--- src/verilog/conv_pkg.sv ---
package conv_pkg;

   // data path
   typedef logic signed [15:0] pixel_t;
   typedef logic signed [15:0] weight_t;
   typedef logic signed [31:0] prod_t;   // pixel times weight
   typedef logic signed [35:0] acc_t;    // sum of nine products plus headroom

   // kernel and line geometry
   localparam int KERNEL_DIM  = 3;
   localparam int KERNEL_TAPS = KERNEL_DIM * KERNEL_DIM;
   localparam int LINE_WIDTH  = 8;

   typedef logic [2:0]  col_t;       // column inside a line
   typedef logic [7:0]  row_t;       // row count of a frame
   typedef logic [10:0] frame_cnt_t; // pixels or results in one frame

   // fixed point, fraction bits dropped from the sum
   localparam int QF = 8;

   // saturation bounds of the output pixel
   localparam pixel_t PIX_MAX = pixel_t'(16'h7fff);
   localparam pixel_t PIX_MIN = pixel_t'(16'h8000);

endpackage

--- src/verilog/conv_linebuffer.sv ---
`timescale 1ns/1ns

module conv_linebuffer (
   input  logic             clk,
   input  logic             rst_n,
   input  logic             frame_start_i,
   input  logic             pix_push_i,
   input  logic             pipe_advance_i,
   input  conv_pkg::pixel_t pix_data_i,
   output logic             win_valid_o,
   output conv_pkg::pixel_t window_o [conv_pkg::KERNEL_TAPS]
);
   import conv_pkg::*;

   pixel_t line1_q [LINE_WIDTH];   // previous line
   pixel_t line2_q [LINE_WIDTH];   // line before that
   pixel_t col_new [KERNEL_DIM];   // column entering the window, top first
   col_t   col_q;
   row_t   row_q;
   logic   win_done;

   assign col_new[0] = line2_q[col_q];
   assign col_new[1] = line1_q[col_q];
   assign col_new[2] = pix_data_i;

   // pushed pixel is the bottom right corner of an in-bounds window
   assign win_done = (col_q >= col_t'(KERNEL_DIM - 1)) &&
                     (row_q >= row_t'(KERNEL_DIM - 1));

   // position in the frame
   always_ff @(posedge clk or negedge rst_n) begin
      if (!rst_n) begin
         col_q       <= '0;
         row_q       <= '0;
         win_valid_o <= 1'b0;
      end else if (frame_start_i) begin
         col_q       <= '0;
         row_q       <= '0;
         win_valid_o <= 1'b0;
      end else begin
         if (pix_push_i) begin
            if (col_q == col_t'(LINE_WIDTH - 1)) begin
               col_q <= '0;
               row_q <= row_q + 1'b1;
            end else begin
               col_q <= col_q + 1'b1;
            end
         end
         if (pipe_advance_i) win_valid_o <= pix_push_i & win_done;   // held on a stall
      end
   end

   // line memories and window shift
   always_ff @(posedge clk) begin
      if (pix_push_i) begin
         line2_q[col_q] <= line1_q[col_q];
         line1_q[col_q] <= pix_data_i;
         for (int r = 0; r < KERNEL_DIM; r++) begin
            for (int k = 0; k < KERNEL_DIM - 1; k++) begin
               window_o[r*KERNEL_DIM + k] <= window_o[r*KERNEL_DIM + k + 1];
            end
            window_o[r*KERNEL_DIM + KERNEL_DIM - 1] <= col_new[r];   // newest on the right
         end
      end
   end

endmodule

--- config.mk ---
export PLATFORM = sky130hd
export DESIGN_NAME = conv_linebuffer
export DESIGN_NICKNAME = d
export VERILOG_FILES = /design/src/verilog/conv_pkg.sv /design/src/verilog/conv_linebuffer.sv
export SDC_FILE = /design/constraint.sdc
export NUM_CORES = 1
export LEC_CHECK = 0
export ABC_AREA = 0
export BUFFER_PORTS_ARGS = -buffer_cell sky130_fd_sc_hd__buf_2
export CAP_MARGIN = 10
export CORE_MARGIN = 2
export CORE_UTILIZATION = 52
export DETAILED_ROUTE_END_ITERATION = 6
export GPL_ROUTABILITY_DRIVEN = 0
export PLACE_DENSITY = 0.81
export SLEW_MARGIN = 20
export SYNTH_ARGS = -nofsm -noshare
export SYNTH_HDL_FRONTEND = slang
export SYNTH_SLANG_ARGS = --single-unit
--- constraint.sdc ---
create_clock -name clk -period 3.5 [get_ports clk]
set_input_delay 0.35 -clock clk [delete_from_list [all_inputs] [get_ports clk]]
set_output_delay 0.35 -clock clk [all_outputs]
set_load 0.02 [all_outputs]
### After elaboration in Yosys (flattened, before gate mapping)

Memory sizes are Yosys's and may differ from the RTL's. A register that Yosys moved wholly into a read port is not among the register bits.
Index checks and enable logic that the tools add are counted.

| word-level totals | value |
|---|---|
| input bits | 21 |
| word-level logic and storage cells | 34 |
| bits in writable memories | 256 |
| output and inout port bits | 145 |
| memories | 2 |
| bits in registers | 140 |

| cells by class | value |
|---|---|
| add/subtract/negate cells | 2 |
| reductions and logical operators | 5 |
| bitwise gates (word level) | 1 |
| mux-type cells | 10 |
| $lt $le $gt $ge | 2 |
| equal/unequal tests | 1 |

Memory list:

| name | words | width | read ports | clocked after memory_dff | wr ports | line | source |
|---|---|---|---|---|---|---|---|
| line1_q | 8 | 16 | 1 | 0 | 1 | conv_linebuffer.sv:15 | `pixel_t line1_q [LINE_WIDTH];` |
| line2_q | 8 | 16 | 1 | 1 | 1 | conv_linebuffer.sv:16 | `pixel_t line2_q [LINE_WIDTH];` |

Operator list:

| cell | number |
|---|---|
| 8-bit 2-to-1 mux | 3 |
| 3-bit 2-to-1 mux | 3 |
| 8-bit by 1-bit adder with 8-bit output, second input constant | 1 |
| 8-bit by 2-bit >= comparator with 1-bit output, second input constant | 1 |
| 2-bit nonzero test | 3 |
| 1-bit 2-to-1 mux | 4 |
| 3-bit by 1-bit adder with 3-bit output, second input constant | 1 |
| 3-bit equality test, second input constant | 1 |
| 3-bit by 2-bit >= comparator with 1-bit output, second input constant | 1 |
| 2-bit AND reduction | 1 |
| 1-bit AND | 1 |
| 1-bit logical AND | 1 |

### Longest topological paths before layout

| depth | value |
|---|---|
| depth in word-level cells | 5 |
| depth in mapped cells | 9 |
| gate-level depth less buffers | 6 |

### Least setup slack after synthesis

Ideal clock, no wire load.

| path | value |
|---|---|
| kind | reg-to-reg |
| from | register col_q[2] |
| to | memory line1_q[0][0] (netlist name) (enable) |
| library setup time | 0.461 ns |
| required time | 3.039 ns |
| arrival time | 3.247 ns |
| period minus slack after synthesis | 3.709 ns |
| setup slack | -0.209 ns |
| path buffers | 3 |
| cell stages (with the launch flop) | 6 |
| cell sequence | dfrtp_1 clkbuf_1 buf_2 buf_2 nand2b_1 nor3_1 |

RTL lines:

| what | line | source |
|---|---|---|
| from (decl) | conv_linebuffer.sv:18 | `col_t col_q;` |
| from (signal assigned) | conv_linebuffer.sv:46 | `col_q <= col_q + 1'b1;` |
| to (decl) | conv_linebuffer.sv:15 |  |

Straight into the memory's write port.

### Final worst setup path

| path | value |
|---|---|
| from | register col_q[0] |
| to | memory line1_q[2][7] (netlist name) (enable) |

Straight into the memory's write port.

==> impl_metrics.toml <==
[worst_hold_path]
worst_hold_path.num_cells = 1
min-delay-start = "pix_data_i[4]"
hp-class = "in -> reg"
hold-path-endpoint = "window_o[4]$_DFFE_PP_"

[floorplanning]
die_h_um = 172
placement_rows = 61
die_width_um = 172
fp.dieArea_um2 = 29600
start_util_pct = 52.9
coreArea_um2 = 27800
top_level_ports = 166

[sta]
slew_violations = 0
clock_skew_ns = 0.0105
tns_ns = 0
slew_headroom_pct = 47.4
hold_violations = 0
finalCritPeriodShare_pct = 72.3
tightest_slew_ns = 0.789
finalSetupViolations = 0
grt_setup_unrepaired = "false"
finalCriticalPeriod_ns = 2.53
fmax_mhz = 395

[logic_synthesis]
synth_edf_count = 400
yosys.area.top_type_share_pct = 81.8
seq_area_frac_synth_pct = 83.8
synth_area_leaders = "edfxtp_1 82%, mux4_2 6.1%, mux2i_1 2.4%"
synth_cells = 652
netlist_area_um2 = 14700
synth_area_leader_cell = "edfxtp_1"
synth_area_per_cell_um2 = 22.5
yosysMostFrequentCell = "edfxtp_1"
synth_fp_nets = 678
yosysUniqueCellTypes = 35
synthFlopType = "edfxtp_1"
synthTopCellsByCount = "400 x edfxtp_1, 40 x mux4_2, 35 x mux2i_1"
ys_ff_latch = 412
yosys_warnings = 0
async_flop_share_pct = 2.91

[critical_path]
end_kind = "flop"
critPathLaunchType = "flop"
required_ns = 3.74
r2r-end = "line1_q[2][7]$_DFFE_PP_"
reg2reg_depth = 4
rrSetupSlack_ns = 0.97
arrival_ns = 2.77
r2r_start = "col_q[0]$_DFFE_PN0P_"
critical_path.max_fanout = 31
critPathKind = "reg -> reg"

[global_route]
grt_start_max_net_pins = 62
grt_pass1_vias = 7119
met1_usage_pct = 26.1
grt_overflow = 0
antenna_found_initial = 0
globalRouteMet2Util_pct = 31.4
grtUsageTotal_pct = 19.2
grt_use_met3_pct = 3.39
grt_first_pass_wirelength_mm = 41.8
grt.busiest_layer = "met2"

[clock_tree]
post-cts-setup-buffer-count = 0
cts.reportedPaths.clkPinSlew_ns = 0.06
clock-sinks = 412
cts_tree = "yes"
cts_buffer_depth = 3
numCtsBuffers = 42
htreeDepth = 2
clkLatencyLatePin_ns = 0.53
root_buffer = "clkbuf_16"
cts_resized = 0

[power]
ir_drop_uv = 401
powerDensity_nw_per_um2 = 638
leakage_nw = 6.00

[drt]
firstDrtPassIters = 5
drt_iter0_drc = 650
drc = 0
routedWlPerCell_um = 22.0
postRouteWirelength_mm = 27.8
vias = 7063
ant_nets = 0
viasPerCell = 5.58

[placed_design]
portBuffers = 165
place_hpwl_mm = 15.5

[final_layout]
fin_nets = 879
layout-drive-gt1-share_pct = 36.5
final_core_util_pct = 63.3
diodes = 0
area_delta_synth_final_pct = 19.7

[run_status]
status = "completed"

[flow_run]
maxCapViolCount = 0
[worst max path at each step]
stage | startpoint | end | cells past startpoint
finish | col_q[0]$_DFFE_PN0P_ | line1_q[2][7]$_DFFE_PP_ | 4
global route | col_q[1]$_DFFE_PN0P_ | row_q[7]$_DFFE_PN0P_ | 7
CTS | col_q[0]$_DFFE_PN0P_ | line2_q[2][14]$_DFFE_PP_ | 4
detailed placement | col_q[0]$_DFFE_PN0P_ | line1_q[2][7]$_DFFE_PP_ | 4
global placement | col_q[0]$_DFFE_PN0P_ | line2_q[7][8]$_DFFE_PP_ | 4
floorplan | col_q[0]$_DFFE_PN0P_ | line1_q[2][0]$_DFFE_PP_ | 6
[state kept, by name, summed over array words and instances (netlist names)]
signal / flops
line2_q: 128
win_valid_o: 1
window_o: 144
line1_q: 128
col_q: 3
row_q: 8
[power by group]
part / leakage (nW) / switching [W] / internal (W)
sequential: 3.90 / 0.000109 / 0.00573
clock: 0.713 / 0.00178 / 0.00279
combinational: 1.40 / 0.000522 / 0.000279
[per-layer routing]
layer | vias to the layer above | part of all wire (%)
li1 | 3090 | -
met1 | 3582 | 40
met2 | 336 | 50
met3 | 55 | 7.6
met4 | 0 | 2.4
met5 | - | 0
[worst max-delay path, cell delays in order, from the launching register on]
cell,delay (ns)
dfrtp_4,0.69
inv_2,0.45
nand2_1,0.27
nor2_4,0.56
buf_12,0.25
[through the flow]
step	hold slack (ns)	instance area, um^2	total power [W]	instances	setup WS (ns)
after floorplan	0.0544	14700	0.00641	652	0.512
after global placement	0.243	16100	0.00671	1186	1.06
after detailed placement	0.254	16100	0.00674	1186	1.01
after CTS	0.109	17600	0.0113	1265	0.946
after global routing	0.128	17600	0.0116	1265	0.799
final	0.120	17600	0.0112	1265	0.969
[cells by family after synthesis]
| logic type | count (synthesis) | synth area share, % |
|---|---|---|
| fa+ha+maj | 5 | 0.426 |
| simple gates | 42 | 1.29 |
| buf+inv | 33 | 1.20 |
| mux | 97 | 10.2 |
| xor+xnor | 5 | 0.298 |
| compound gates | 58 | 2.77 |
| flops | 412 | 83.8 |
[layout make-up]
| type | count | area, um^2 |
|---|---|---|
| tap | 378 | 473 |
| timing repair buffer | 186 | 1070 |
| sequential | 412 | 12300 |
| clock buffer | 52 | 1150 |
| clock inverter | 26 | 288 |
| inverter | 4 | 15.0 |
| fill | 1851 | 10200 |
| multi-input combinational | 207 | 2270 |
[layout by cell type (no fill, tap or decap), types with 3 or more instances in the layout]
cell type  netlist  layout
edfxtp_1       400     400
mux2_2          21      21
mux4_2          40      40
clkbuf_1        10       7
mux2i_1         35      35
nor4_1           3       3
clkinv_2         0      13
nand2_1          9       9
buf_4            2      14
clkbuf_16        0      45
dfrtp_1         12       9
nor2_1          17      11
buf_12           0       6
a211oi_1        12      12
inv_1            3       3
bufinv_16        0       6
nand3_1          3       3
xnor2_1          4       4
o22ai_1         10      10
ha_1             5       5
a311o_1         11      11
buf_2           12     164
a21oi_1         17      17
clkinv_1         0       5
nor2_4           0       6
[repair_timing]
item                       4_1_cts  5_1_grt
hold endpoints to repair        12        0
setup endpoints to repair        0        0
hold buffers                     1        0
Power figures use the tool's default switching activity.
