**config.mk**
```make
export PLATFORM = sky130hd
export DESIGN_NAME = conv_ctrl
export DESIGN_NICKNAME = d
export VERILOG_FILES = /design/src/verilog/conv_pkg.sv /design/src/verilog/conv_ctrl.sv
export SDC_FILE = /design/constraint.sdc
export NUM_CORES = 1
export LEC_CHECK = 0
export BUFFER_PORTS_ARGS = -buffer_cell sky130_fd_sc_hd__buf_2
export CORE_MARGIN = 4
export CORE_UTILIZATION = 50
export CTS_CLUSTER_DIAMETER = 30
export DETAILED_ROUTE_END_ITERATION = 12
export PLACE_DENSITY = 0.79
export SYNTH_ARGS = -nofsm -noshare
export SYNTH_HDL_FRONTEND = slang
export SYNTH_SLANG_ARGS = --single-unit
```
**constraint.sdc**
```tcl
create_clock -name clk -period 2.8 [get_ports clk]
set_input_delay 0.56 -clock clk [delete_from_list [all_inputs] [get_ports clk]]
set_output_delay 0.56 -clock clk [all_outputs]
set_load 0.01 [all_outputs]
```
**src/verilog/conv_pkg.sv**
```systemverilog
package conv_pkg;

   // data path
   typedef logic signed [15:0] pixel_t;
   typedef logic signed [15:0] weight_t;
   typedef logic signed [31:0] prod_t;   // pixel times weight
   typedef logic signed [35:0] acc_t;    // sum of nine products plus headroom

   // kernel and line geometry
   localparam int KERNEL_DIM  = 3;
   localparam int KERNEL_TAPS = KERNEL_DIM * KERNEL_DIM;
   localparam int LINE_WIDTH  = 8;

   typedef logic [2:0]  col_t;       // column inside a line
   typedef logic [7:0]  row_t;       // row count of a frame
   typedef logic [10:0] frame_cnt_t; // pixels or results in one frame

   // fixed point, fraction bits dropped from the sum
   localparam int QF = 8;

   // saturation bounds of the output pixel
   localparam pixel_t PIX_MAX = pixel_t'(16'h7fff);
   localparam pixel_t PIX_MIN = pixel_t'(16'h8000);

endpackage

```
**src/verilog/conv_ctrl.sv**
```systemverilog
`timescale 1ns/1ns

module conv_ctrl (
   input  logic           clk,
   input  logic           rst_n,
   input  logic           start_i,
   input  conv_pkg::row_t n_rows_i,
   input  logic           pix_valid_i,
   output logic           pix_ready_o,
   input  logic           res_valid_i,
   input  logic           res_ready_i,
   input  logic           pipe_advance_i,
   output logic           frame_start_o,
   output logic           pix_push_o,
   output logic           busy_o,
   output logic           done_o
);
   import conv_pkg::*;

   typedef enum logic [1:0] {
      IDLE,
      RUN,    // accepting pixels
      DRAIN   // all pixels in, waiting for the last results
   } ctrl_state_t;

   ctrl_state_t state_q;
   frame_cnt_t  pix_cnt_q;
   frame_cnt_t  res_cnt_q;
   frame_cnt_t  pix_total;
   frame_cnt_t  res_total;
   logic        res_fire;

   // only fully in-bounds windows give a result
   assign pix_total = frame_cnt_t'(n_rows_i * LINE_WIDTH);
   assign res_total = frame_cnt_t'((n_rows_i - (KERNEL_DIM - 1)) *
                                   (LINE_WIDTH - (KERNEL_DIM - 1)));

   assign pix_ready_o   = (state_q == RUN) & pipe_advance_i;
   assign pix_push_o    = pix_valid_i & pix_ready_o;
   assign frame_start_o = (state_q == IDLE) & start_i;
   assign res_fire      = res_valid_i & res_ready_i;
   assign busy_o        = (state_q != IDLE);

   always_ff @(posedge clk or negedge rst_n) begin
      if (!rst_n) begin
         state_q   <= IDLE;
         pix_cnt_q <= '0;
         res_cnt_q <= '0;
         done_o    <= 1'b0;
      end else begin
         case (state_q)
            IDLE: begin
               if (start_i) begin
                  state_q   <= RUN;
                  pix_cnt_q <= '0;
                  res_cnt_q <= '0;
                  done_o    <= 1'b0;   // sticky until the next start
               end
            end
            RUN: begin
               if (pix_push_o) begin
                  pix_cnt_q <= pix_cnt_q + 1'b1;
                  if (pix_cnt_q == pix_total - 1'b1) state_q <= DRAIN;
               end
               if (res_fire) res_cnt_q <= res_cnt_q + 1'b1;
            end
            DRAIN: begin
               if (res_fire) begin
                  res_cnt_q <= res_cnt_q + 1'b1;
                  if (res_cnt_q == res_total - 1'b1) begin
                     state_q <= IDLE;
                     done_o  <= 1'b1;
                  end
               end
            end
            default: state_q <= IDLE;
         endcase
      end
   end

endmodule

```
Word-level counts from Yosys, hierarchy flattened. Index checks and enable logic that the tools add are counted. Widths: inputs -> output; s select.

Flip-flop bits (word level): 25. Bits of input ports: 15.

Multiplexer cells: 15. Bitwise gates (word level): 4. Equal/unequal tests: 10. Add/sub/neg operators: 5. Reduce and logical (&&, ||, !) cells: 10. Multiply operators: 1.

Operator list (count): $pmux 11 s2 (2); $mux 11 (3); $mul 32x2->10 const B (1); $add 11x1->11 const B (2); $eq 11x11->1 (2); $sub 11x1->11 const B (2); $mux 2 (5); $sub 8x2->9 const B (1); $ne 2x2->1 const B (4); $reduce_bool 2->1 (4); $pmux 2 s3 (1); $reduce_and 3->1 (2); $reduce_and 5->1 (1); $and 1x1->1 (4); $ne 2x1->1 const B (2); $reduce_and 4->1 (1); $mux 1 (3); $eq 2x1->1 const B (1); $eq 2x2->1 const B (1); $logic_not 2->1 (1); $pmux 1 s2 (1); $reduce_or 2->1 (1).

Logic depth before layout (Yosys ltp).
Word-level depth: 7. Mapped depth: 19. Depth with buffers taken out: 14.

Worst setup path after synthesis. No wires, ideal clock.

Path kind: in2reg. Start: input port n_rows_i[1]. End: register state_q[1]. Path buffers: 4. Stages: 18. Arrival time: 5.235 ns. Path slack: -2.571 ns. Cell sequence: clkbuf_1 > clkbuf_1 > inv_1 > ha_1 > buf_2 > or3b_2 > clkbuf_1 > xnor2_1 > ha_1 > or2_2 > a221o_1 > and2_4 > or3_4 > and3_4 > or4_4 > or4b_4 > a2111oi_0 > nor3_1.

Word-level cells in the longest chain between the ends: 6.

Ends and longest elaborated chain: start, declared (RTL line conv_ctrl.sv:7) `input conv_pkg::row_t n_rows_i,`; $sub 8x2->9 (RTL line conv_ctrl.sv:35) `assign res_total = frame_cnt_t'((n_rows_i - (KERNEL_DIM - 1)) *`; $mul 32x2->10 (RTL line conv_ctrl.sv:35); $sub 11x1->11 (RTL line conv_ctrl.sv:70) `if (res_cnt_q == res_total - 1'b1) begin`; $eq 11x11->1 (RTL line conv_ctrl.sv:70); $ne 2x2->1 (no line); $reduce_and 5->1 (no line) *; end signal, assigned (RTL line conv_ctrl.sv:63) `if (pix_cnt_q == pix_total - 1'b1) state_q <= DRAIN;`; end signal, assigned (RTL line conv_ctrl.sv:71) `state_q <= IDLE;`; end signal, assigned (RTL line conv_ctrl.sv:76) `default: state_q <= IDLE;`; end, declared (RTL line conv_ctrl.sv:26) `ctrl_state_t state_q;`.

Mark *: on every way between the ends. The rest lies on a longest branch, timed or not. A chain may end at the register's enable or synchronous reset.

Worst setup path in the final report.
Start: input port n_rows_i[1]. End: register done_o.

Word-level cells in the longest chain between the ends: 6.

Ends and longest elaborated chain: $sub 8x2->9 (RTL line conv_ctrl.sv:35); $mul 32x2->10 (RTL line conv_ctrl.sv:35); $sub 11x1->11 (RTL line conv_ctrl.sv:70); $eq 11x11->1 (RTL line conv_ctrl.sv:70); $ne 2x2->1 (no line); $reduce_and 4->1 (no line); end signal, assigned (RTL line conv_ctrl.sv:49) `done_o <= 1'b0;`; end signal, assigned (RTL line conv_ctrl.sv:57) `done_o <= 1'b0;`; end signal, assigned (RTL line conv_ctrl.sv:72) `done_o <= 1'b1;`; end, declared (RTL line conv_ctrl.sv:16) `output logic done_o`.

No other way between the ends.

==> metrics <==
total power divided by cell area between 400 and 500 nW/um^2; Slew @ Worst Pin roughly 0.66 ns; Setup violations, final 3; wire length per cell 15.5 um; Top-Level Pins 20; mux cell area share after synthesis about 1.4%; maximum clock rate approximately 0.25 GHz; Placed Area roughly 3600 um^2; Synth area leaders dfrtp_1 22%, xor2_1 7.0%, ha_1 6.1%; Area Overhead vs Synth 29.8%; Synth Instances roughly 370; Post-synth EDFFs 0; largest net degree at the start of global routing 26; Tot Pwr between 1.5 and 2 mW; final worst slack -1.22 ns; H-tree levels 1; Setup Skew 0.0123 ns; Final Slew Violations 0; synthesized area between 2000 and 3000 um^2; async set or reset register ratio after synthesis 100%; critical path endpoint category register; DP HPWL 6310 um; WP data required roughly 3.0 ns; failing checks setup timing; Die Wd approximately 84 um; Inserted Diodes 0; CP max FO 6; Synth Area in XOR/XNOR approximately 15%; crit start category primary input; CTS max path bufs 2; CTS buffer count 3; share of cells above drive strength 1 between 20 and 30%; Yosys reg bits 25; final hold slack 0.251 ns; row cnt 27; CTS tree yes; syn_area_per_cell approximately 8 um^2; Netlist cell types 69; die footprint about 7000 um^2; vias in the first global route 3118; CTS Hold Bufs 0; share of the yosys chip area belonging to registers 21.8%; post-synth net total 394; Remaining DRCs 0; vias just over 3k; Synth Area in Adders under 10%; Synth warnings 0; DRT antenna net count 0; Overflow after GRT 0; R2R depth 10; WL final between 7000 and 8000 um; max-cap violations 0; unrepaired setup endpoints after global routing yes; synth cell count leaders 33 x nor2_1, 27 x nand2_1, 25 x dfrtp_1; post-synth top area cell dfrtp_1; core area about 5500 um^2; static leakage roughly 1.6 nW; status finished with violations; Final Hold Viols 0; Synth Area in Compound Gates between 20 and 25%; setup TNS -3.56 ns; drt initial violations ~290; Slew headroom a little under three fifths; Final min period 4.02 ns; Starting Density between 50% and 60%; total global-route track usage 23.4%; worst vdd ir roughly 360 uV; Synth Area in Simple Gates 28.6%; top cell type's share of synthesized area around 22%; final period utilization 144%; Min-Delay Path Class in2async; first-pass GRT wire length roughly 14000 um; latest clock arrival within the worst-skew pair ~0.28 ns; most numerous cell in the Yosys netlist nor2_1; Nets 473; PortBufs 19; vias per cell between 5 and 6; DRT Pass-1 Iters 4; clock-pin slew on the worst setup and hold paths roughly 0.1 ns; largest family of logic cells by synthesized area simple AND/OR/NAND/NOR gates; clock sink total 25; Setup CP Type in2reg; Post-synth top flop dfrtp_1; initial antenna violation count 0; Crit path arrival time between 4 and 5 ns; Die Ht about 84 um; gpl congestion slightly above 0.9; clk root buf clkbuf_8; post-route design area between 3000 and 4000 um^2
[through the flow]
stage / cells / util, % / worst slack [ns]
6_report: 515 / 67.2 / -1.22
2_1_floorplan: 365 / - / -2.05
5_1_grt: 515 / 67.2 / -1.33
4_1_cts: 515 / 66.8 / -1.32
3_5_place_dp: 508 / 64.3 / -1.72
3_3_place_gp: 508 / 64.3 / -1.66
[timing repair]
item                                    CTS  global route
setup buffers                             3             0
hold endpoints to repair                  0             0
pin swaps                                11             5
gates resized for setup                  18             4
endpoints found under the setup margin    3             3
[placed cells by master (no fill, tap or decap), types with 3 or more instances in the layout]
cell type  netlist  routed
nor2b_1          3       3
o21ai_0         23      21
nand2b_1         6       6
nor3_1          14      14
a21o_1           5       5
ha_1            14      11
nand2_1         27      26
clkbuf_8         0       3
a211oi_1         5       5
or3_1            5       5
xor2_1          23      22
buf_4            0      74
a41oi_1          3       3
nand4_1         11      11
dfrtp_1         25      25
o211ai_1         7       7
or2_2            4       3
o21a_1           3       3
nor2_1          33      33
a21oi_1         16      16
xnor2_1         20      19
nand3_1         14      13
inv_1           13      11
and2_1           7       7
and3_1           8       8
buf_2            3      17
mux2i_1          4       4
[cells by family (layout without fill, tap and decap cells)]
kind of cell | after synthesis | in the layout
and+or+nand+nor | 152 | 152
AOI/OAI and AO/OA | 93 | 93
xor gates and xnor gates | 45 | 45
buffers and inverters | 32 | 110
DFF | 25 | 25
adders and majority gates | 14 | 14
muxes | 4 | 4
[area by class of cell]
class	instances	area, um^2
Tap cell	72	90.1
Clock buffer	3	41.3
Sequential cell	25	626
Multi-Input combinational cell	308	2220
Fill cell	462	1820
Timing Repair Buffer	93	676
Inverter	13	63.8
Clock inverter	1	7.51
[sequential cells by signal, summed over array words and instances, names as in the netlist]
| signal | count |
|---|---|
| res_cnt_q | 11 |
| pix_cnt_q | 11 |
| done_o | 1 |
| state_q | 2 |
[per-layer routing]
layer  vias to the layer above  GRT usage (%)  share of wire (%)
met1                      1472           29.8                 44
met5                         -              0                  0
met2                        75           40.9                 50
met4                         0           7.46                2.3
li1                       1500              -                  -
met3                        19           2.67                4.2
[path summary, 6_finish.rpt]
kind | from | endpoint | slack (ns)
setup / recovery | n_rows_i[1] | done_o | -1.22
hold / removal | rst_n | res_cnt_q[4] | 0.25
setup reg to reg | state_q[1] | state_q[0] | 0.32
hold reg to reg | pix_cnt_q[1] | pix_cnt_q[1] | 0.52
max in group asynchronous | rst_n | pix_cnt_q[7] | 2.16
min in group clk | pix_cnt_q[1] | pix_cnt_q[1] | 0.52
[critical path, cell delays in order]
cell       delay, ns
buf_12          0.11
or4_4           0.54
nand2_2         0.10
ha_1            0.25
buf_4           0.16
a221o_1         0.34
and2_4          0.15
or3_4           0.33
and3_4          0.18
or4_4           0.48
or4b_4          0.55
a2111oi_4       0.33
a2bb2oi_2       0.15
[report_power, final]
part / internal [mW] / switching (mW)
logic: 0.423 / 0.493
clock network: 0.101 / 0.126
registers: 0.399 / 0.0458
total: 0.922 / 0.665
Note: power is estimated with default switching activity, not from simulation.
