==> config.mk <==
export PLATFORM = sky130hd
export DESIGN_NAME = conv_postproc
export DESIGN_NICKNAME = d
export VERILOG_FILES = /design/src/verilog/conv_pkg.sv /design/src/verilog/conv_postproc.sv
export SDC_FILE = /design/constraint.sdc
export NUM_CORES = 1
export LEC_CHECK = 0
export ABC_AREA = 0
export BUFFER_PORTS_ARGS = -buffer_cell sky130_fd_sc_hd__buf_4
export CAP_MARGIN = 20
export CELL_PAD_IN_SITES_DETAIL_PLACEMENT = 2
export CELL_PAD_IN_SITES_GLOBAL_PLACEMENT = 2
export CORE_AREA = 2 2 93 95
export DETAILED_ROUTE_END_ITERATION = 10
export DIE_AREA = 0 0 95 97
export GPL_ROUTABILITY_DRIVEN = 0
export PLACE_DENSITY_LB_ADDON = 0.1
export SYNTH_ARGS = -nofsm -noshare
export SYNTH_HDL_FRONTEND = slang
export SYNTH_SLANG_ARGS = --single-unit
==> constraint.sdc <==
create_clock -name clk -period 2.7 [get_ports clk]
set_input_delay 0.405 -clock clk [delete_from_list [all_inputs] [get_ports clk]]
set_output_delay 0.405 -clock clk [all_outputs]
set_load 0.03 [all_outputs]
==> src/verilog/conv_pkg.sv <==
package conv_pkg;

   // data path
   typedef logic signed [15:0] pixel_t;
   typedef logic signed [15:0] weight_t;
   typedef logic signed [31:0] prod_t;   // pixel times weight
   typedef logic signed [35:0] acc_t;    // sum of nine products plus headroom

   // kernel and line geometry
   localparam int KERNEL_DIM  = 3;
   localparam int KERNEL_TAPS = KERNEL_DIM * KERNEL_DIM;
   localparam int LINE_WIDTH  = 8;

   typedef logic [2:0]  col_t;       // column inside a line
   typedef logic [7:0]  row_t;       // row count of a frame
   typedef logic [10:0] frame_cnt_t; // pixels or results in one frame

   // fixed point, fraction bits dropped from the sum
   localparam int QF = 8;

   // saturation bounds of the output pixel
   localparam pixel_t PIX_MAX = pixel_t'(16'h7fff);
   localparam pixel_t PIX_MIN = pixel_t'(16'h8000);

endpackage

==> src/verilog/conv_postproc.sv <==
`timescale 1ns/1ns

module conv_postproc (
   input  logic             clk,
   input  logic             rst_n,
   input  logic             sum_valid_i,
   input  conv_pkg::acc_t   sum_i,
   input  conv_pkg::pixel_t bias_i,
   input  logic             relu_en_i,
   input  logic             res_ready_i,
   output logic             res_valid_o,
   output conv_pkg::pixel_t res_data_o,
   output logic             pipe_advance_o
);
   import conv_pkg::*;

   acc_t   scaled;
   acc_t   biased;
   pixel_t sat;
   pixel_t result;

   always_comb begin
      scaled = sum_i >>> QF;               // drop the fraction bits
      biased = scaled + acc_t'(bias_i);
      if (biased > acc_t'(PIX_MAX)) begin
         sat = PIX_MAX;
      end else if (biased < acc_t'(PIX_MIN)) begin
         sat = PIX_MIN;
      end else begin
         sat = pixel_t'(biased);
      end
      result = (relu_en_i && sat < 0) ? '0 : sat;   // rectifier
   end

   // stall while a result waits for the sink
   assign pipe_advance_o = ~res_valid_o | res_ready_i;

   always_ff @(posedge clk or negedge rst_n) begin
      if (!rst_n) begin
         res_valid_o <= 1'b0;
      end else if (pipe_advance_o) begin
         res_valid_o <= sum_valid_i;
      end
   end

   always_ff @(posedge clk) begin
      if (pipe_advance_o && sum_valid_i) res_data_o <= result;
   end

endmodule

==> results of run 1 <==
## timing repair
item | CTS
endpoints found under the hold margin | 1
gates resized for setup | 32
hold buffers | 1
setup endpoints to repair | 16
pin swaps | 12
setup buffers | 9
gates cloned | 1
## Yosys cell counts (all sizes together) (6+ instances only)
master  instances  area share [%]
a21o            8             2.3
a21oi          41             9.3
a31oi           8             1.9
and2            6             1.6
and4            8             2.9
buf            13             5.4
edfxtp         16              18
ha             28              13
inv             7            0.99
nand2          32             4.7
nand2b          7             1.6
nor2           19             2.7
o211ai         10             3.0
o21a            7             2.0
o21ai          19             4.1
xnor2          13             4.3
xor2            7             2.3
## kinds of logic after synthesis
group                    share of synthesized area [%]
AO/OA/AOI/OAI                                     31.6
XOR/XNOR                                          6.59
adder cells (fa/ha/maj)                           13.9
buffers and inverters                             6.63
flip-flops                                        19.0
multiplexers                                      1.13
AND/OR/NAND/NOR                                   21.2
## per-stage QoR
stage          setup WS, ps  setup TNS [ps]  std cells  util [%]  instance area (sq um)
2_1_floorplan          -381           -5080        310         -                   2830
3_3_place_gp           -579           -8590        555      48.9                   3980
3_5_place_dp           -766          -11290        555      48.9                   3980
4_1_cts                -425           -6160        570      52.6                   4280
==> impl_metrics.py, run 1 <==
metrics = {
    "yosys": {
        "synth_ff_type": "edfxtp_1",
        "synthesis.nets": 396,
        "seq_area_frac_synth_pct": 19.0,
        "ys_warn_count": 0,
        "synth.distinct_cells": 66,
        "async_reset_ff_share_pct": 5.88,
        "netlist_area_sq_um": 2660,
        "syn_avg_cell_area_sq_um": 8.58,
        "synth_edf_count": 16,
        "synth_seq_cells": 17,
        "synth_cells": 310,
    },
    "floorplan": {
        "die_w_um": 95,
        "die_h_um": 97,
        "ioPinCount": 75,
        "start_util_pct": 32.7,
        "num_rows": 33,
    },
    "clock_network": {
        "h-tree-depth": 1,
        "cts_buffers": 3,
        "root_buffer": "clkbuf_8",
        "cts.sinks": 17,
        "max-clock-path-buffers": 2,
    },
    "run_status": {
        "stop_error": "[ERROR DPL-0033] detailed placement checks failed during check placement.",
        "flow.stopped_at": "5_1_grt",
        "status": "stopped before the end",
    },
    "place": {
        "dp_hpwl_um": 9180,
        "numPortBuffers": 66,
    },
    "grt": {
        "antenna_found_initial": 0,
        "grt_max_degree": 17,
    },
    "sta": {
        "endpoint_type": "register data pin",
        "grt-worst-endpoint": "res_data_o[7]$_SDFFCE_PP0P_/D",
    },
}
==> inputs of run 2 (changes only) <==
--- a/config.mk
+++ b/config.mk
@@ -8,13 +8,11 @@
 export ABC_AREA = 0
 export BUFFER_PORTS_ARGS = -buffer_cell sky130_fd_sc_hd__buf_4
 export CAP_MARGIN = 20
-export CELL_PAD_IN_SITES_DETAIL_PLACEMENT = 2
-export CELL_PAD_IN_SITES_GLOBAL_PLACEMENT = 2
-export CORE_AREA = 2 2 93 95
+export CORE_AREA = 2 2 85 87
 export DETAILED_ROUTE_END_ITERATION = 10
-export DIE_AREA = 0 0 95 97
+export DIE_AREA = 0 0 87 89
 export GPL_ROUTABILITY_DRIVEN = 0
-export PLACE_DENSITY_LB_ADDON = 0.1
+export PLACE_DENSITY_LB_ADDON = 0.15
 export SYNTH_ARGS = -nofsm -noshare
 export SYNTH_HDL_FRONTEND = slang
 export SYNTH_SLANG_ARGS = --single-unit
==> run 2 against run 1 <==
  * The flow now finishes, with violations (negative setup slack)
  * Synthesized cell count unchanged
  * Area after synthesis unchanged
==> impl_metrics.py, run 2 <==
metrics = {
    "finish": {
        "top_regs": "res_data_o (16), res_valid_o (1)",
        "n_fill_cell": 567,
        "layout_common_cells": "buf_4, nand2_1, a21oi_2, ha_4, nor2_1",
        "final_layout_size_suffix_gt1_share_pct": 56.0,
        "layout.nets": 546,
        "area_growth_pct": 64.3,
        "regMostFlops": "res_data_o",
        "final_common_cell": "buf_4",
        "antenna_cells": 0,
        "largest_register_ffs": 16,
    },
    "sta": {
        "relSlewSlack_pct": 52.9,
        "min_period_ps": 2890,
        "hold_viol_final": 0,
        "drv_slew": 0,
        "final.setup.worst_slack_ps": -194,
        "finClkSkew_ps": 2.75,
        "fin_crit_sh_pct": 107,
        "fmax_ghz": 0.346,
        "setup_viol": 15,
        "fin_tns_setup_ps": -2490,
        "tightestPinTransition_ps": 707,
        "rsz0062_at_grt": "yes",
    },
    "yosys": {
        "netlist_area_sq_um": 2660,
        "synth_common_cells": "a21oi_1, nand2_1, ha_1",
        "synth_ff_type": "edfxtp_1",
        "async_reset_ff_share_pct": 5.88,
        "synth_seq_cells": 17,
        "synthesis.nets": 396,
        "ys_warn_count": 0,
        "synth_edf_count": 16,
        "syn_avg_cell_area_sq_um": 8.58,
        "ys_top_cells_by_area": "edfxtp_1, ha_1, a21oi_1",
        "netlist.area_leader.share_pct": 18.1,
        "synth.distinct_cells": 66,
        "seq_area_frac_synth_pct": 19.0,
        "yosys.area.top_type": "edfxtp_1",
        "synth_cells": 310,
    },
    "drt": {
        "drc": 0,
        "vias": 2935,
        "avgViaCountPerCell": 5.45,
        "dr.first_iter.drc_count": 87,
        "wl_per_cell_um": 14.2,
        "drt-total-wl_um": 7650,
        "final_antenna_net_count": 0,
        "drt-pass1-iter-count": 4,
    },
    "place": {
        "numPortBuffers": 66,
        "dp_hpwl_um": 6030,
    },
    "min_path": {
        "hold_end": "res_valid_o$_DFFE_PN0N_",
        "hold_depth": 2,
        "worst_hold_path_type": "input pin to flop",
        "hp-start": "sum_valid_i",
    },
    "power": {
        "ir_worst_vdd_mv": 0.173,
        "p_leak_nw": 1.83,
        "p_per_area_nw_per_um2": 361,
        "finalPower_mw": 1.58,
        "swShare_pct": 39.2,
        "p_int_mw": 0.960,
        "pwr-share-clk_pct": 12.4,
        "switching_power_mw": 0.619,
        "power_frac_comb_pct": 66.4,
        "seqPwrFrac_pct": 21.2,
    },
    "grt": {
        "met3_usage_pct": 1.11,
        "first_global_vias": 2854,
        "overflow": 0,
        "antenna_found_initial": 0,
        "grt.met1_usage_pct": 22.9,
        "grt_use_met2_pct": 38.6,
        "grt_pass1_wl_um": 12400,
        "grt_max_degree": 17,
        "grt-busiest-layer": "met2",
        "grt.total_usage_pct": 19.7,
    },
    "floorplan": {
        "num_rows": 30,
        "die-area_sq_um": 7740,
        "start_util_pct": 39.6,
        "ioPinCount": 75,
        "die_w_um": 87,
        "die_h_um": 89,
        "core-area_sq_um": 6720,
    },
    "clock_network": {
        "root_buffer": "clkbuf_8",
        "cts.sinks": 17,
        "max-clock-path-buffers": 2,
        "h-tree-depth": 1,
        "clkLatencyLatePin_ps": 260,
        "cts_tree": "yes",
        "cts_buffers": 3,
        "cts.clk_slew.worst_paths_ps": 70,
    },
    "run": {
        "cap_violations": 0,
    },
    "setup_path": {
        "r2r_end": "res_data_o[15]$_SDFFCE_PP0P_",
        "cp-start-kind": "input pin",
        "rr_worst_depth": 2,
        "crit_arrival_ps": 2910,
        "cp_max_fo": 8,
        "r2r_start": "res_valid_o$_DFFE_PN0N_",
        "cp_top_family": "compound AO/OA/AOI/OAI gates",
        "crit_buf_inv": 2,
        "crit_chain": "buf_4 > ha_4 > a21oi_2 > o21ai_2 > a22o_4 > or4b_4 > nand3_2 > o2111ai_2 > or3_4 > o31ai_4 > buf_6 > a21oi_1",
        "path_class": "input pin to flop",
        "r2r_slack_ps": 1240,
        "max_stage_delay_ps": 510,
        "worstPathRequired_ps": 2710,
        "cp-end-kind": "flop",
        "slowest_stage": "or4b_4",
    },
    "run_status": {
        "status": "complete, but fails checks",
        "violations": "negative setup slack",
    },
}
## run 2: cell counts after synthesis
No cell type changed its count.
## run 2: metrics by stage
| stage | hold WS [ps] | utilization (%) | std cells | cell area, sq um | setup slack [ps] |
|---|---|---|---|---|---|
| detailed placement | 182 | 57.8 | 521 | 3880 | -619 |
| global placement | 180 | 57.8 | 521 | 3880 | -545 |
| CTS | 335 | 63.6 | 535 | 4270 | -214 |
| finish | 331 | 65.0 | 539 | 4370 | -194 |
| global route | 347 | 65.0 | 539 | 4370 | -308 |
| floorplan | 109 | - | 310 | 2830 | -381 |
## run 2: cell type report
class / instances / area [sq um] / share of cell area (%)
clock buffer: 3 / 41.3 / 0.945
clock inverter: 1 / 5.00 / 0.115
inverter: 7 / 26.3 / 0.601
multi-input combinational: 271 / 2450 / 56.0
sequential: 17 / 505 / 11.6
tap: 80 / 100 / 2.29
timing repair buffer: 160 / 1240 / 28.5
## run 2: kinds of logic (layout without fill, tap and decap cells)
family / count (synthesis) / count (layout) / synth area share [%]
buffers and inverters: 22 / 171 / 6.63
muxes: 3 / 3 / 1.13
xor gates and xnor gates: 20 / 20 / 6.59
DFF: 17 / 17 / 19.0
adders and majority gates: 29 / 29 / 13.9
AOI/OAI and AO/OA: 118 / 118 / 31.6
and+or+nand+nor: 101 / 101 / 21.2
## run 2: repair_timing
| action | CTS | global route |
|---|---|---|
| setup buffers | 8 | 5 |
| endpoints found under the setup margin | 15 | 15 |
| hold buffers | 1 | 0 |
| resized for setup | 42 | 25 |
| cloned | 1 | 1 |
| pin swaps | 16 | 15 |
| hold endpoints to repair | 1 | 0 |
## run 2: worst max-delay path by stage
stage	startpoint	end	cells after the start
after floorplan	sum_i[18]	res_data_o[12]$_SDFFCE_PP0P_	12
after global placement	sum_i[16]	res_data_o[14]$_SDFFCE_PP0P_	13
after detailed placement	sum_i[9]	res_data_o[0]$_SDFFCE_PP0P_	14
after CTS	sum_i[9]	res_data_o[0]$_SDFFCE_PP0P_	14
after global routing	bias_i[15]	res_data_o[0]$_SDFFCE_PP0P_	13
final	bias_i[10]	res_data_o[0]$_SDFFCE_PP0P_	12
## run 2: per-layer routing
metal	wire length (um)	vias up
li1	-	1483
met1	3260	1369
met2	4000	75
met3	300	8
met4	87	0
met5	0	-
## run 2: power by group through the flow
stage	Combinational (mW)	Clock, mW	Sequential, mW
2_1_floorplan	0.519	0	0.393
3_3_place_gp	0.901	0	0.340
3_5_place_dp	0.910	0	0.341
4_1_cts	1.02	0.198	0.335
5_1_grt	1.14	0.206	0.337
6_report	1.05	0.195	0.335
(Power assumes the default switching activity.)
