<file path="config.mk">
export PLATFORM = sky130hd
export DESIGN_NAME = conv_regfile
export DESIGN_NICKNAME = d
export VERILOG_FILES = /design/src/verilog/conv_apb_pkg.sv /design/src/verilog/conv_pkg.sv /design/src/verilog/conv_regfile.sv
export SDC_FILE = /design/constraint.sdc
export NUM_CORES = 1
export LEC_CHECK = 0
export BUFFER_PORTS_ARGS = -buffer_cell sky130_fd_sc_hd__buf_2
export CORE_MARGIN = 2
export CORE_UTILIZATION = 47
export DETAILED_ROUTE_END_ITERATION = 8
export HOLD_SLACK_MARGIN = 0.15
export PLACE_DENSITY = 0.84
export SKIP_LAST_GASP = 1
export SLEW_MARGIN = 20
export SYNTH_ARGS = -nofsm -noshare
export SYNTH_HDL_FRONTEND = slang
export SYNTH_SLANG_ARGS = --single-unit
</file>
<file path="constraint.sdc">
create_clock -name clk -period 3.25 [get_ports clk]
set_clock_uncertainty 0.15 [all_clocks]
set_input_delay 0.1625 -clock clk [delete_from_list [all_inputs] [get_ports clk]]
set_output_delay 0.1625 -clock clk [all_outputs]
set_load 0.01 [all_outputs]
</file>
<file path="src/verilog/conv_apb_pkg.sv">
package conv_apb_pkg;

   localparam int PADDR_W = 8;
   localparam int PDATA_W = 32;

   typedef logic [PADDR_W-1:0] paddr_t;
   typedef logic [PDATA_W-1:0] pdata_t;

   // register map
   localparam paddr_t REG_CTRL        = 8'h00;
   localparam paddr_t REG_STATUS      = 8'h04;
   localparam paddr_t REG_NROWS       = 8'h08;
   localparam paddr_t REG_BIAS        = 8'h0C;
   localparam paddr_t REG_WEIGHT_BASE = 8'h10;   // nine weights, one word each

   // CTRL bits
   localparam int CTRL_START_BIT = 0;
   localparam int CTRL_RELU_BIT  = 1;

   // STATUS bits
   localparam int STAT_BUSY_BIT = 0;
   localparam int STAT_DONE_BIT = 1;

endpackage

</file>
<file path="src/verilog/conv_pkg.sv">
package conv_pkg;

   // data path
   typedef logic signed [15:0] pixel_t;
   typedef logic signed [15:0] weight_t;
   typedef logic signed [31:0] prod_t;   // pixel times weight
   typedef logic signed [35:0] acc_t;    // sum of nine products plus headroom

   // kernel and line geometry
   localparam int KERNEL_DIM  = 3;
   localparam int KERNEL_TAPS = KERNEL_DIM * KERNEL_DIM;
   localparam int LINE_WIDTH  = 8;

   typedef logic [2:0]  col_t;       // column inside a line
   typedef logic [7:0]  row_t;       // row count of a frame
   typedef logic [10:0] frame_cnt_t; // pixels or results in one frame

   // fixed point, fraction bits dropped from the sum
   localparam int QF = 8;

   // saturation bounds of the output pixel
   localparam pixel_t PIX_MAX = pixel_t'(16'h7fff);
   localparam pixel_t PIX_MIN = pixel_t'(16'h8000);

endpackage

</file>
<file path="src/verilog/conv_regfile.sv">
`timescale 1ns/1ns

module conv_regfile (
   input  logic                 clk,
   input  logic                 rst_n,
   input  logic                 psel_i,
   input  logic                 penable_i,
   input  logic                 pwrite_i,
   input  conv_apb_pkg::paddr_t paddr_i,
   input  conv_apb_pkg::pdata_t pwdata_i,
   output conv_apb_pkg::pdata_t prdata_o,
   output logic                 pready_o,
   output logic                 pslverr_o,
   input  logic                 busy_i,
   input  logic                 done_i,
   output logic                 start_o,
   output logic                 relu_en_o,
   output conv_pkg::row_t       n_rows_o,
   output conv_pkg::pixel_t     bias_o,
   output conv_pkg::weight_t    weights_o [conv_pkg::KERNEL_TAPS]
);
   import conv_pkg::*;
   import conv_apb_pkg::*;

   logic   access;
   logic   wr_access;
   logic   is_weight;
   logic   is_cfg;
   logic   mapped;
   logic   cfg_we;
   paddr_t w_off;
   logic   [3:0] w_idx;

   assign access    = psel_i & penable_i;
   assign wr_access = access & pwrite_i;

   // weight window 0x10..0x30, word aligned
   assign w_off     = paddr_i - REG_WEIGHT_BASE;
   assign w_idx     = w_off[5:2];
   assign is_weight = (paddr_i >= REG_WEIGHT_BASE) &&
                      (paddr_i <= REG_WEIGHT_BASE + paddr_t'(4 * (KERNEL_TAPS - 1))) &&
                      (paddr_i[1:0] == 2'b00);

   assign is_cfg = (paddr_i == REG_NROWS) || (paddr_i == REG_BIAS) || is_weight;
   assign mapped = (paddr_i == REG_CTRL) || (paddr_i == REG_STATUS) || is_cfg;
   assign cfg_we = wr_access & is_cfg & ~busy_i;   // frozen while a frame runs

   assign pready_o  = 1'b1;   // zero wait states
   assign pslverr_o = access & (~mapped | (pwrite_i & is_cfg & busy_i));

   // start pulse lasts only the access cycle
   assign start_o = wr_access & (paddr_i == REG_CTRL) & pwdata_i[CTRL_START_BIT];

   always_ff @(posedge clk or negedge rst_n) begin
      if (!rst_n) begin
         relu_en_o <= 1'b0;
         n_rows_o  <= row_t'(KERNEL_DIM);
         bias_o    <= '0;
         for (int i = 0; i < KERNEL_TAPS; i++) begin
            weights_o[i] <= '0;
         end
      end else begin
         if (wr_access && paddr_i == REG_CTRL) begin
            relu_en_o <= pwdata_i[CTRL_RELU_BIT];
         end
         if (cfg_we) begin
            if (paddr_i == REG_NROWS) n_rows_o <= row_t'(pwdata_i);
            if (paddr_i == REG_BIAS)  bias_o   <= pixel_t'(pwdata_i[15:0]);
            if (is_weight)            weights_o[w_idx] <= weight_t'(pwdata_i[15:0]);
         end
      end
   end

   // read mux, start bit always reads 0
   always_comb begin
      prdata_o = '0;
      if (paddr_i == REG_CTRL) begin
         prdata_o[CTRL_RELU_BIT] = relu_en_o;
      end else if (paddr_i == REG_STATUS) begin
         prdata_o[STAT_BUSY_BIT] = busy_i;
         prdata_o[STAT_DONE_BIT] = done_i;
      end else if (paddr_i == REG_NROWS) begin
         prdata_o = pdata_t'(n_rows_o);
      end else if (paddr_i == REG_BIAS) begin
         prdata_o = pdata_t'(bias_o);              // sign extended
      end else if (is_weight) begin
         prdata_o = pdata_t'(weights_o[w_idx]);
      end
   end

endmodule

</file>
* After elaboration in Yosys (flattened, before gate mapping)
Index checks and enable logic that the tools add are counted.
Word-level totals: register bits after elaboration 169, output and inout port bits 204
Operators by class: $add $sub $neg 1, magnitude comparators 4, equality and inequality tests 3, mux-type cells 14, bitwise logic cells 13, reductions and logical operators 13
Operator list (count):
- bitwise mux 144 bit | 1
- 2-to-1 mux 32 bit | 3
- binary-select mux 16 bit (select 4 bit) | 1
- demux 16 bit (select 4 bit) | 1
- 2-to-1 mux 30 bit | 2
- 2-to-1 mux 16 bit | 3
- == test 8 x 4 -> 1 bit, second input constant | 2
- bitwise AND 1 bit | 9
- == test 8 x 3 -> 1 bit, second input constant | 1
- >= comparator 8 x 5 -> 1 bit, second input constant | 1
- <= comparator 8 x 6 -> 1 bit, second input constant | 1
- logical NOT 8 bit | 1
- AND reduction 2 bit | 3
- subtractor 6 x 5 -> 6 bit, second input constant | 1
- >= comparator 5 bit, second input constant | 1
- < comparator 5 x 1 -> 1 bit, second input constant | 1
- inverter 4 -> 5 bit | 1
- logical AND 1 bit | 4
- logical OR 1 bit | 4
- logical NOT 2 bit | 1
- 2-to-1 mux 1 bit | 2
- 2-to-1 mux 2 bit | 1
- inverter 1 bit | 2
- OR 1 bit | 1

* Logic depth before layout (Yosys ltp)
depth after elaboration 10, mapped depth 10, gate-level depth less buffers 6

* Worst setup path after synthesis
No wires, ideal clock.
kind input to output, start input port paddr_i[4], end output port prdata_o[16], data arrival time 3.081 ns, required time 2.938 ns, slack -0.143 ns, stages on the path 10, buffers on the path 4, cell sequence buf_2 > buf_1 > inv_1 > clkbuf_1 > ha_1 > nor3b_1 > a211oi_1 > nand3_1 > o211ai_1 > buf_4
On the way: longest elaborated chain between the ends 10
Ends and longest elaborated chain:
- start: declaration | line conv_regfile.sv:9 | input conv_apb_pkg::paddr_t paddr_i,
- subtractor 6 x 5 -> 6 bit | line conv_regfile.sv:38 | assign w_off = paddr_i - REG_WEIGHT_BASE;
- inverter 4 -> 5 bit (not written as such) | line conv_regfile.sv:87 | prdata_o = pdata_t'(weights_o[w_idx]);
- binary-select mux 16 bit (select 4 bit) | line conv_regfile.sv:87
- 2-to-1 mux 16 bit (not written as such) (2 in series) | line conv_regfile.sv:87
- 2-to-1 mux 32 bit | line conv_regfile.sv:86 | end else if (is_weight) begin
- 2-to-1 mux 32 bit | line conv_regfile.sv:84 | end else if (paddr_i == REG_BIAS) begin
- 2-to-1 mux 32 bit | line conv_regfile.sv:82 | end else if (paddr_i == REG_NROWS) begin
- 2-to-1 mux 30 bit | line conv_regfile.sv:79 | end else if (paddr_i == REG_STATUS) begin
- 2-to-1 mux 30 bit (*) | line conv_regfile.sv:77 | if (paddr_i == REG_CTRL) begin
- end: declaration | line conv_regfile.sv:11 | output conv_apb_pkg::pdata_t prdata_o,
Every way passes the cells marked *; elsewhere a longest branch is shown, timed or not. The select of a mux whose other input is x is not followed.

* Final worst setup path
start input port paddr_i[4], end output port prdata_o[27]
The elaborated chain is that of the path after synthesis.

==> metrics.csv <==
metric,value,unit
core.rowCount,49,
crit_path_start,paddr_i[4],
start_util,0.477,
tns,0,ns
cts_tree,yes,
synthCells,585,
relSlewSlack,0.486,
finalWirelength,24400,µm
synth_flop_cell,dfrtp_1,
ys_types,48,
final.period_utilization,0.877,
worst-path-max-fanout,19,
holdPathStages,4,
worst_ep_required_time,2.94,ns
place_hpwl,16400,µm
path_clk_slew,0.06,ns
drv_cap,0,
final_layout_size_suffix_gt1_frac,0.595,
place_congestion,0.935,
nets,858,
multi_input_area,0.00389,mm²
synthArstFlopShare,1.00,
port_buffers,233,
worstSetupEndpointType,output port,
cts_num_sinks,169,
die_h,139,µm
worstPathCellList,buf_2 > buf_4 > inv_1 > ha_1 > nor3b_1 > nand3_1 > nand3_1 > o211ai_1 > buf_4 > buf_2,
core,0.0179,mm²
min_from,penable_i,
wl_per_cell,23.2,µm
worstSetupPathType,in2out,
synth_area,0.00854,mm²
timing.rr.start,weights_o[123],
yosysTopAreaCell,dfrtp_1,
drtAntennaViolNets,0,
outcome,"finished, final reports clean",
clock.fmax,351,MHz
cpPeakStageDelay,0.43,ns
startpoint_type,input port,
drt_iter0_drc,452,
grt_start_max_net_pins,83,
viasPerCell,5.79,
synth_edf_count,0,
total_power,0.00432,W
r2r.worst_path.cells,1,
setup_violations,0,
die_w,139,µm
cts_buffers,17,
synth_top_area_frac,0.489,
synth_fp_nets,636,
final-seq-area,0.00423,mm²
arrival,2.54,ns
post_cts_resized,0,
cts.htree.levels,4,
area_growth,22.6,%
rsz0062_at_grt,false,
clkLatencyLatePin,0.42,ns
grt_use_total,0.254,
hp-class,in2reg,
hold_viol_final,0,
peakVddDrop,0.000340,V
finalMaxSlewViolations,0,
grt_pass1_vias,6202,
drc,0,
dr.pass1.iters,5,
power_density,412,mW/mm²
power.leakage,5.78,nW
cts_root_buf,clkbuf_16,
avgSynthCellArea,14.6,µm²
io_pins,251,
seq_area_frac_synth,0.496,
antenna_found_initial,1,
worst_pin_slew,0.772,ns
cts_buffer_depth,2,
grt_pass1_wl,37500,µm
cpMaxStageDelayCell,nand3_1,
ys.warnings.count,0,
die_area,0.0193,mm²
synth_area_leaders,"dfrtp_1 49%, mux2_2 14%, mux2_4 8.8%",
period_minus_slack,2.85,ns
vias,6075,
overflow,0,
rrSetupSlack,2.28,ns
ys_ff_latch,169,
final.fill_count,1431,
-- routing by layer --
layer	vias up	wire length, µm	track usage
li1	2592	-	-
met1	3174	10200	0.342
met2	257	12100	0.411
met3	52	1330	0.0470
met4	0	700	0.0994
met5	-	0	0
-- sequential cells by signal, summed over array words and instances, names as in the netlist --
signal	flops
bias_o	16
n_rows_o	8
weights_o	144
relu_en_o	1
-- worst max-delay path: cells and delay by family --
kind,cells,cell delay (ns)
simple gates,3,1.18
buf+inv,5,0.79
fa+ha+maj,1,0.27
compound gates,1,0.13
-- where the power goes --
| group | internal (W) | total [W] | switching, W |
|---|---|---|---|
| Sequential | 0.00211 | 0.00212 | 0.00000863 |
| Combinational | 0.0000998 | 0.000281 | 0.000181 |
| Clock | 0.00108 | 0.00191 | 0.000837 |
-- synth_stat cells (all sizes together), types with 3 or more instances --
cell type,number
clkbuf,17
nor2,8
nand2,22
o21ai,15
o211ai,7
dfrtp,167
nand3,20
o221ai,4
mux4,31
or2,4
ha,4
a32oi,4
buf,46
or3b,3
inv,7
and3,5
mux2i,13
a21oi,3
mux2,173
nor2b,3
-- repair_timing --
action,CTS,global route
endpoints found under the setup margin,0,0
hold buffers,17,0
hold endpoints to repair,248,0
setup buffers,0,0
-- cell families after synthesis --
group                    after synthesis  share of synthesized area
multiplexers                         217                      0.347
AND/OR/NAND/NOR                       77                     0.0621
adder cells (fa/ha/maj)                4                    0.00586
buffers and inverters                 70                     0.0494
flip-flops                           169                      0.496
AO/OA/AOI/OAI                         47                     0.0396
other                                  1                   0.000439
-- final cells by class --
cell class,count,area share
well taps,229,0.0274
repair buffers,266,0.142
flip-flops and latches,169,0.404
inverters,7,0.00251
diodes,1,0.000239
multi-input cells,346,0.371
clock buffers,22,0.0434
clock inverters,10,0.00908
-- placed cells by master, fill, tap and decap left out, types with 7 or more instances in the layout --
cell           Yosys  routed
mux2_2           108     108
inv_1              7       7
buf_2              7     232
buf_4             17      14
mux2_4            50      50
clkbuf_16          0      17
nand2_1           21      21
o211ai_1           7       7
dlygate4sd3_1      0      17
o21ai_0           15      15
nand3_4            7       7
nor2_1             8       8
nand3_1           13      13
dfrtp_1          167     167
mux2i_1           13      13
mux4_2            31      31
mux2_1            15      15
-- through the flow --
step / instances / util / worst slack [ns] / area, µm² / hold slack, ns
2_1_floorplan: 585 / - / 0.0801 / 8540 / -0.283
3_3_place_gp: 1000 / 0.545 / 0.359 / 9750 / 0.114
3_5_place_dp: 1000 / 0.545 / 0.289 / 9750 / 0.115
4_1_cts: 1049 / 0.585 / 0.394 / 10500 / 0.161
5_1_grt: 1049 / 0.585 / 0.252 / 10500 / 0.193
6_report: 1050 / 0.585 / 0.400 / 10500 / 0.180
-- worst paths after layout --
check | to
setup / recovery | prdata_o[27]
hold / removal | relu_en_o
setup reg to reg | weights_o[123]
hold reg to reg | weights_o[56]
max in group asynchronous | n_rows_o[0]
min in group asynchronous | weights_o[73]
No activity file was read; power rests on OpenSTA's default activity.
